**src/hw/bp_pkg.sv**
```systemverilog
//////////////////////////////////////////////////
// shared types and helpers for the branch predictor
// instructions are 32-bit words on word boundaries
// table sizes are powers of two
//////////////////////////////////////////////////
package bp_pkg;

    typedef logic [31:0] pc_t;

    // upper bit set means predict taken
    typedef enum logic [1:0] {
        STRONG_NT = 2'b00,
        WEAK_NT   = 2'b01,
        WEAK_T    = 2'b10,
        STRONG_T  = 2'b11
    } ctr_e;

    localparam logic [31:0] INSTR_BYTES = 32'd4;
    localparam int unsigned PC_LSB      = 2;   // word offset bits below the index

    // one saturating step toward the resolved direction
    function automatic ctr_e ctr_next(ctr_e cur, logic up);
        case (cur)
            STRONG_NT: return up ? WEAK_NT  : STRONG_NT;
            WEAK_NT:   return up ? WEAK_T   : STRONG_NT;
            WEAK_T:    return up ? STRONG_T : WEAK_NT;
            default:   return up ? STRONG_T : WEAK_T;
        endcase
    endfunction

    function automatic logic ctr_is_taken(ctr_e cur);
        return cur[1];
    endfunction

    // table index from the pc bits just above the word offset
    function automatic pc_t pc_index(pc_t pc, int unsigned idx_bits);
        return (pc >> PC_LSB) & ((pc_t'(1) << idx_bits) - pc_t'(1));
    endfunction

    // remaining upper pc bits
    function automatic pc_t pc_tag(pc_t pc, int unsigned idx_bits);
        return pc >> (idx_bits + PC_LSB);
    endfunction

endpackage

```
**src/hw/bp_if.sv**
```systemverilog
//////////////////////////////////////////////////
// lookup bundle is purely combinational
// update bundle is a one-cycle strobe
// with no handshake and no back-pressure
//////////////////////////////////////////////////
`timescale 1ns/100ps

// fetch-side lookup into both tables
interface bp_lookup_if
    import bp_pkg::*;
();
    pc_t  pc;           // fetch pc
    logic ctr_taken;    // taken counter on a valid entry
    logic btb_hit;      // tag match on a valid entry
    pc_t  btb_target;   // stored target

    modport bht (
        input  pc,
        output ctr_taken
    );

    modport btb (
        input  pc,
        output btb_hit,
        output btb_target
    );
endinterface

// resolve-side write into both tables
interface bp_update_if
    import bp_pkg::*;
();
    logic valid;        // one update per high cycle
    pc_t  pc;           // branch pc
    logic taken;        // actual direction
    pc_t  target;       // actual target
    logic ctr_dir;      // 1 steps the counter up

    modport resolve (output valid, pc, taken, target, ctr_dir);

    modport bht (input valid, pc, ctr_dir);

    modport btb (input valid, pc, taken, target);
endinterface

```
**src/hw/bht.sv**
```systemverilog
//////////////////////////////////////////////////
// 2-bit saturating counters indexed by pc[IDX+1:2]
// BHT_ENTRIES must be a power of two
// a write is seen by lookup from the next cycle
//////////////////////////////////////////////////
`timescale 1ns/100ps

module bht
    import bp_pkg::*;
#(
    parameter int unsigned BHT_ENTRIES = 256
) (
    input  logic    clk,
    input  logic    rst_n,
    bp_lookup_if.bht lk,
    bp_update_if.bht upd
);

    localparam int unsigned IDX_W = $clog2(BHT_ENTRIES);

    ctr_e                   ctr_q   [BHT_ENTRIES];
    logic [BHT_ENTRIES-1:0] valid_q;

    logic [IDX_W-1:0] rd_idx;
    logic [IDX_W-1:0] wr_idx;
    ctr_e             rd_ctr;
    ctr_e             wr_ctr;
    ctr_e             wr_next;

    assign rd_idx = IDX_W'(pc_index(lk.pc, IDX_W));
    assign wr_idx = IDX_W'(pc_index(upd.pc, IDX_W));

    assign rd_ctr  = ctr_q[rd_idx];
    assign wr_ctr  = ctr_q[wr_idx];
    assign wr_next = ctr_next(wr_ctr, upd.ctr_dir);   // saturates at both ends

    // never-trained entries predict not taken
    assign lk.ctr_taken = valid_q[rd_idx] & ctr_is_taken(rd_ctr);

    always_ff @(posedge clk) begin
        if (!rst_n) begin
            for (int i = 0; i < BHT_ENTRIES; i++) begin
                ctr_q[i] <= STRONG_NT;
            end
            valid_q <= '0;
        end else if (upd.valid) begin
            ctr_q[wr_idx]   <= wr_next;
            valid_q[wr_idx] <= 1'b1;     // any resolve marks the entry trained
        end
    end

endmodule

```
**src/hw/branch_predictor.sv**
```systemverilog
//////////////////////////////////////////////////
// branch prediction unit top
// fetch lookup is combinational with no stall input
// one resolve per cycle from the memory stage
//////////////////////////////////////////////////
`timescale 1ns/100ps

module branch_predictor
    import bp_pkg::*;
#(
    parameter int unsigned BHT_ENTRIES = 256,
    parameter int unsigned BTB_ENTRIES = 64
) (
    input  logic clk,
    input  logic rst_n,

    // fetch stage
    input  pc_t  fetch_pc,
    output logic pred_taken,
    output pc_t  pred_target,
    output logic pred_hit,

    // memory stage
    input  logic resolve_valid,
    input  pc_t  resolve_pc,
    input  logic resolve_taken,
    input  pc_t  resolve_target,
    input  logic resolve_pred_taken,
    input  pc_t  resolve_pred_target,
    output logic mispredict,
    output pc_t  redirect_pc
);

    bp_lookup_if lk_if ();
    bp_update_if upd_if ();

    assign lk_if.pc = fetch_pc;

    // taken needs both a taken counter and a known target
    assign pred_taken  = lk_if.ctr_taken & lk_if.btb_hit;
    assign pred_target = lk_if.btb_target;
    assign pred_hit    = lk_if.btb_hit;

    bht #(
        .BHT_ENTRIES (BHT_ENTRIES)
    ) u_bht (
        .clk   (clk),
        .rst_n (rst_n),
        .lk    (lk_if),
        .upd   (upd_if)
    );

    btb #(
        .BTB_ENTRIES (BTB_ENTRIES)
    ) u_btb (
        .clk   (clk),
        .rst_n (rst_n),
        .lk    (lk_if),
        .upd   (upd_if)
    );

    branch_resolve u_resolve (
        .clk                 (clk),
        .rst_n               (rst_n),
        .resolve_valid       (resolve_valid),
        .resolve_pc          (resolve_pc),
        .resolve_taken       (resolve_taken),
        .resolve_target      (resolve_target),
        .resolve_pred_taken  (resolve_pred_taken),
        .resolve_pred_target (resolve_pred_target),
        .upd                 (upd_if),
        .mispredict          (mispredict),
        .redirect_pc         (redirect_pc)
    );

endmodule

```
**src/hw/branch_resolve.sv**
```systemverilog
//////////////////////////////////////////////////
// memory-stage check of a branch against its prediction
// table update goes out in the resolve cycle
// mispredict and redirect come one cycle later
//////////////////////////////////////////////////
`timescale 1ns/100ps

module branch_resolve
    import bp_pkg::*;
(
    input  logic clk,
    input  logic rst_n,
    input  logic resolve_valid,
    input  pc_t  resolve_pc,
    input  logic resolve_taken,
    input  pc_t  resolve_target,
    input  logic resolve_pred_taken,
    input  pc_t  resolve_pred_target,
    bp_update_if.resolve upd,
    output logic mispredict,
    output pc_t  redirect_pc
);

    logic dir_wrong;
    logic tgt_wrong;
    logic wrong;
    pc_t  fix_pc;

    assign dir_wrong = resolve_taken != resolve_pred_taken;
    assign tgt_wrong = resolve_taken && resolve_pred_taken
                       && (resolve_target != resolve_pred_target);
    assign wrong     = dir_wrong | tgt_wrong;

    // where fetch must restart
    assign fix_pc = resolve_taken ? resolve_target : resolve_pc + INSTR_BYTES;

    // every resolve trains the tables
    assign upd.valid   = resolve_valid;
    assign upd.pc      = resolve_pc;
    assign upd.taken   = resolve_taken;
    assign upd.target  = resolve_target;
    assign upd.ctr_dir = resolve_taken;

    always_ff @(posedge clk) begin
        if (!rst_n) begin
            mispredict <= 1'b0;
        end else begin
            mispredict <= resolve_valid & wrong;   // single-cycle pulse
        end
    end

    always_ff @(posedge clk) begin
        if (resolve_valid) begin
            redirect_pc <= fix_pc;   // only meaningful with mispredict
        end
    end

endmodule

```
**src/hw/btb.sv**
```systemverilog
//////////////////////////////////////////////////
// direct-mapped target buffer with full upper-pc tag
// BTB_ENTRIES must be a power of two
// only taken resolves allocate and the newest one wins
//////////////////////////////////////////////////
`timescale 1ns/100ps

module btb
    import bp_pkg::*;
#(
    parameter int unsigned BTB_ENTRIES = 64
) (
    input  logic    clk,
    input  logic    rst_n,
    bp_lookup_if.btb lk,
    bp_update_if.btb upd
);

    localparam int unsigned IDX_W = $clog2(BTB_ENTRIES);
    localparam int unsigned TAG_W = 32 - IDX_W - PC_LSB;

    logic [TAG_W-1:0]       tag_q    [BTB_ENTRIES];
    pc_t                    target_q [BTB_ENTRIES];
    logic [BTB_ENTRIES-1:0] valid_q;

    logic [IDX_W-1:0] rd_idx;
    logic [IDX_W-1:0] wr_idx;
    logic [TAG_W-1:0] rd_tag;
    logic [TAG_W-1:0] wr_tag;
    logic             wr_en;

    assign rd_idx = IDX_W'(pc_index(lk.pc, IDX_W));
    assign rd_tag = TAG_W'(pc_tag(lk.pc, IDX_W));
    assign wr_idx = IDX_W'(pc_index(upd.pc, IDX_W));
    assign wr_tag = TAG_W'(pc_tag(upd.pc, IDX_W));

    assign wr_en = upd.valid & upd.taken;   // not-taken leaves the entry alone

    assign lk.btb_hit    = valid_q[rd_idx] && (tag_q[rd_idx] == rd_tag);
    assign lk.btb_target = target_q[rd_idx];

    always_ff @(posedge clk) begin
        if (!rst_n) begin
            valid_q <= '0;
        end else if (wr_en) begin
            valid_q[wr_idx] <= 1'b1;
        end
    end

    // entry payload from taken resolves
    always_ff @(posedge clk) begin
        if (wr_en) begin
            tag_q[wr_idx]    <= wr_tag;     // replaces any aliasing branch
            target_q[wr_idx] <= upd.target;
        end
    end

endmodule

```
**config.mk**
```make
export PLATFORM = sky130hd
export DESIGN_NAME = branch_predictor
export DESIGN_NICKNAME = d
export VERILOG_FILES = /design/src/hw/bp_pkg.sv /design/src/hw/bp_if.sv /design/src/hw/bht.sv /design/src/hw/branch_predictor.sv /design/src/hw/branch_resolve.sv /design/src/hw/btb.sv
export SDC_FILE = /design/constraint.sdc
export NUM_CORES = 2
export LEC_CHECK = 0
export BUFFER_PORTS_ARGS = -buffer_cell sky130_fd_sc_hd__buf_2
export CORE_MARGIN = 1
export CORE_UTILIZATION = 60
export CTS_CLUSTER_DIAMETER = 60
export DETAILED_ROUTE_END_ITERATION = 6
export PLACE_DENSITY = 0.76
export SYNTH_ARGS = -nofsm -noshare
export SYNTH_HDL_FRONTEND = slang
export SYNTH_SLANG_ARGS = --single-unit
```
**constraint.sdc**
```tcl
create_clock -name clk -period 7.4 [get_ports clk]
set_input_delay 0.37 -clock clk [delete_from_list [all_inputs] [get_ports clk]]
set_output_delay 0.37 -clock clk [all_outputs]
set_load 0.01 [all_outputs]
```
# After elaboration in Yosys (flattened, before gate mapping)
# Memory sizes are Yosys's and may differ from the RTL's.
# Cells that the tools add are included.
# totals
memories	3
output_inout_bits	67
wordCells	56
mem_bits_rw	4096
input_bits	133
reg_bits	353
# memory_table
name	depth	width	rd	rd_clocked_by_memory_dff	wr	line_no	source
u_btb.target_q	64	32	1	0	1	btb.sv:23	pc_t target_q [BTB_ENTRIES];
u_btb.tag_q	64	24	1	0	1	btb.sv:22	logic [TAG_W-1:0] tag_q [BTB_ENTRIES];
u_bht.ctr_q	256	2	2	0	256	bht.sv:21	ctr_e ctr_q [BHT_ENTRIES];
# op_classes
n_mux	23
addsub	1
n_reduce_logical	7
n_bitwise	7
n_lt_le_gt_ge	6
n_eq_ne	5
# op_table
op	n
$or A256 B256 Y256	1
$or A64 B64 Y64	1
$add A32 B3 Y32 const B	1
$mux W32	1
$ne A32 B32 Y1	1
$eq A24 B24 Y1	1
$lt A8 B9 Y1 const B	2
$lt A6 B7 Y1 const B	2
$mux W1	13
$bmux W1 S8	1
$demux W1 S8	1
$ge A8 B1 Y1 const B	1
$mux W8	1
$bmux W1 S6	1
$demux W1 S6	1
$ge A6 B1 Y1 const B	1
$mux W2	3
$pmux W2 S3	1
$logic_and A1 B1 Y1	5
$and A1 B1 Y1	4
$eq A2 B1 Y1 const B	1
$eq A2 B2 Y1 const B	1
$logic_not A2 Y1	1
$reduce_or A2 Y1	1
2 further kinds	2

# Longest topological paths before layout
# depth
ltp_word	5
depth_mapped	16
ltp_nobuf	9

# Modules after synthesis
# From an unflattened synthesis, not the netlist that was laid out.
# hier_totals
cells_unflattened	9375
area_unflattened_um2	175826.1
# modules_own_cells
module	area_each_um2	instances	cells_each	seq_area_each_um2
btb	139050.9	1	5797	108904.4
bht	33976.3	1	3276	20499.7
branch_resolve	2792.7	1	301	980.9
branch_predictor	6.3	1	1	0.0

# Worst setup path before layout
# No wires, ideal clock.
# synth_path
kind	input -> register
from	input resolve_pc[4]
to	memory u_btb.tag_q[15][0] (netlist bit) (enable)
setup_slack_ns	2.515
required_time_ns	6.928
path_buffers	5
setup_ns	0.472
cell_stages	8
t_arrival_ns	4.413
cell_sequence	buf_4 buf_2 buf_1 clkbuf_1 and2_1 clkbuf_1 nand4_1 nor2_1
# synth_rtl
element	line_no	source
from (decl)	branch_predictor.sv:25	input pc_t resolve_pc,
to (decl)	btb.sv:22	
# Straight into the memory's write port.

# Final worst setup path
# layout_path
from	input fetch_pc[5]
to	output pred_taken
# layout_via
elab_chain_len	4
word_cells_on_any_way	10
classes_between	eq/ne (1); mux (4); bitwise (2); reduce/logical (1); memory (2)
# layout_lines
element	line_no	source
from (decl)	branch_predictor.sv:18	input pc_t fetch_pc,
$mem_v2 Z64 W24, or another cell as far along	--	
$eq A24 B24 Y1, or another cell as far along	btb.sv:39	assign lk.btb_hit = valid_q[rd_idx] && (tag_q[rd_idx] == rd_tag);
$logic_and A1 B1 Y1 / $and A1 B1 Y1 (equally long branches)	btb.sv:39, bht.sv:38	
$and A1 B1 Y1 *	branch_predictor.sv:40	assign pred_taken = lk_if.ctr_taken & lk_if.btb_hit;
to (decl)	branch_predictor.sv:19	output logic pred_taken,
# Every way passes the cells marked *; elsewhere a longest branch is shown, timed or not. The select of a mux whose other input is x is not followed.

==> impl_metrics.toml <==
[status]
outcome = "complete, but fails checks"
violations = "design-rule violations, max-capacitance violations, max-slew violations"

[critical_path]
reg2reg_to = "u_bht.ctr_q[116][1]"
crit_family = "simple AND/OR/NAND/NOR gates"
slowest_delay_ns = 1.07
worst_setup_path_start_kind = "input port"
arrival_ns = 5.55
cp_slowest_cell = "nand2b_1"
cp-endpoint = "pred_taken"
crit_chain = "buf_8 -> nand2b_1 -> nor2_1 -> nand3_1 -> nand2_1 -> nor4_1 -> xnor2_1 -> nor4_1 -> nand4_1 -> nor4bb_1 -> buf_2"
startpoint = "fetch_pc[5]"
reg2regPathDepth = 9
endpoint_kind = "output port"
rrSetupSlack_ns = 2.95
cp_common_cell = "nor4_1"
critical_path_class = "input port to output port"
crit_required_ns = 7.03
timing.rr.start = "u_bht.ctr_q[199][0]"
crit_path_max_fanout = 40
path_depth = 11
path_buf_inv = 2

[timing]
slew_violations = 2
worst_pin_slew_ns = 1.55
min_period_ns = 5.92
setup_viol = 0
finClkSkew_ns = 0.0557
slew_headroom_pct = -3.43
period_share_pct = 80.0
fmax_mhz = 169
final-hold-violation-count = 0
setup_ws_ns = 1.48
rsz0062_at_grt = "false"
setup-tns-final_ns = 0

[yosys]
synth_area_leaders = "edfxtp_1 (70%), mux4_2 (14%), dfxtp_1 (3.6%)"
synthesis.nets = 9663
seq_area_frac_synth_pct = 74.0
synth_largest_area_cell = "edfxtp_1"
yosys.area.top_type_share_pct = 70.4
yosys_most_used_dff = "edfxtp_1"
synth.distinct_cells = 70
ys_ff_latch = 4449
syn-mean-instance-area_um2 = 18.5
synthCells = 9525
yosys_warnings = 0
synthArstFlopShare_pct = 0
synth_edf_count = 4128
netlist_area_um2 = 176000

[routing]
wl_per_cell_um = 37.3
via_count = 100356
ant_nets = 0
viasPerCell = 7.10
routed_wl_mm = 527
first_iter_violations = 18025
dr.pass1.iters = 7
drc_errors = 1

[placed_design]
preCtsSetupSlack_ns = 1.75
gp_congestion = 0.865
io_buffer_count = 197
dp_hpwl_mm = 277

[grt]
grt_pass1_vias = 98249
grt_pass1_wl_mm = 730
gr-total-overflow = 0
grt_max_degree = 162
grt_util_all_layers_pct = 35.7
antenna_found_initial = 32

[clocking]
clock_path_buffers = 4
cts_root_buf = "clkbuf_16"
clk-insertion-delay-late_ns = 1.00
clk_pin_slew_worst_paths_ns = 0.06
cts_sinks = 4449
cts_htree_levels = 5
post_cts_buffers = 0
numCtsBuffers = 429
cts_tree = "done"

[power_and_ir_drop]
p_leak_nw = 64.5
p_total_mw = 52.7
power_density_nw_per_um2 = 268
peakVddDrop_mv = 0.242

[floorplanning]
row_count = 198
pin_count = 200
start_util_pct = 60.5
die_h_um = 544
core_area_um2 = 291000
die_w_um = 544
dieArea_um2 = 296000

[worst_hold_path]
hold-path-cell-count = 2
hold_path.class = "input port to flip-flop"

[run]
maxCapViolations = 2

[layout]
syn2layout_area_growth_pct = 11.8
fin_nets = 9990
final_core_util_pct = 67.6
drive_gt1_share_pct = 23.0
## where the power goes
group | switching (mW) | internal (mW)
Combinational | 1.98 | 1.03
Clock | 9.53 | 12.5
Sequential | 0.0778 | 27.6
Total | 11.6 | 41.1
## worst min path at each step
stage                                  start                      to  slack, ns
after global placement     u_bht.valid_q[39]       u_bht.valid_q[39]       0.43
after floorplan           u_bht.valid_q[153]      u_bht.valid_q[153]       0.42
final                     resolve_target[15]   u_btb.target_q[0][15]       0.04
after detailed placement  u_bht.valid_q[223]      u_bht.valid_q[223]       0.43
after global routing      resolve_target[15]   u_btb.target_q[0][15]       0.03
after CTS                 resolve_target[21]  u_btb.target_q[43][21]      0.004
## cell families after synthesis
family	synth area share, %
buf+inv	1.70
xor+xnor	0.433
fa+ha+maj	0.0483
mux	16.1
flops	74.0
compound gates	2.60
simple gates	5.13
## metal layers
layer / GRT usage [%] / part of all wire [%] / wire length [um] / up-vias
li1: - / - / - / 38618
met1: 47.1 / 33 / 174000 / 50969
met2: 54.2 / 46 / 241000 / 9053
met3: 9.84 / 14 / 76300 / 1708
met4: 20.3 / 6.8 / 35600 / 8
met5: 0 / 0.010 / 55 / -
## flip-flops by register name (all words and copies together) (netlist names)
name,count
u_bht.ctr_q,512
u_bht.valid_q,256
u_btb.tag_q,1536
u_btb.target_q,2048
u_btb.valid_q,64
u_resolve.mispredict,1
u_resolve.redirect_pc,32
## placed cells by master, fill, tap and decap left out, types with 16 or more instances in the layout
master / Yosys / layout
clkinv_1: 0 / 91
mux2_2: 30 / 30
nor2_4: 0 / 71
nand2_1: 1161 / 1158
a22oi_1: 124 / 124
nor3_2: 30 / 31
nand2b_1: 19 / 17
nand3_1: 199 / 198
clkbuf_1: 278 / 78
buf_4: 75 / 235
nand4_1: 30 / 30
o21a_1: 65 / 65
o22ai_1: 60 / 60
buf_2: 151 / 188
bufinv_16: 0 / 45
xnor2_1: 64 / 61
mux4_2: 1077 / 1077
a31oi_1: 16 / 16
mux2i_1: 369 / 369
diode_2: 0 / 21
o211ai_1: 45 / 45
clkbuf_16: 0 / 433
dfxtp_1: 321 / 321
clkinv_2: 0 / 90
xor2_1: 23 / 23
nor2_1: 560 / 487
buf_12: 0 / 61
a21oi_1: 51 / 51
o21ai_0: 286 / 286
nor3_1: 80 / 79
edfxtp_1: 4128 / 4128
## repair_timing
action	4_1_cts	5_1_grt
hold buffers	14	0
resized for setup	0	0
hold endpoints to repair	160	0
## worst reg2reg max path: stages (launching register included)
cell and delay (ns):
edfxtp_1 0.38, mux4_2 0.52, mux2i_1 0.31, o22ai_1 0.20, or4_1 0.53, nor3_1 0.49, a311o_1 0.24, maj3_4 0.85
buf_4 0.51, nor3_1 0.12
## synthesized netlist by cell type, types with 19 or more instances
cell type and instances:
buf_6 27, xnor2_1 64, nand2_1 1161, nor2b_1 19
nor2_1 560, mux4_2 1077, o21ai_0 286, o22ai_1 60
nand4_1 30, nor3_2 30, edfxtp_1 4128, xor2_1 23
nand2b_1 19, dfxtp_1 321, a22oi_1 124, clkbuf_1 278
o21a_1 65, buf_4 75, nor3_1 80, nand3_1 199
buf_2 151, buf_1 77, o211ai_1 45, a21oi_1 51
mux2_2 30, mux2i_1 369
## per-stage QoR
stage	hold slack (ns)	instance area, um2	instances
6_report	0.0383	197000	14127
5_1_grt	0.0319	197000	14110
2_1_floorplan	0.422	176000	9525
3_3_place_gp	0.431	183000	13307
4_1_cts	0.00444	197000	14106
3_5_place_dp	0.433	183000	13307
## layout make-up
class	count	area, um2
multi-input cells	4457	43400
repair buffers	505	4170
flip-flops and latches	4449	130000
clock inverters	259	2630
well taps	3900	4880
fillers	18054	94500
diodes	21	52.6
clock buffers	526	11300
inverters	10	41.3
Note: power is estimated with default switching activity, not from simulation.
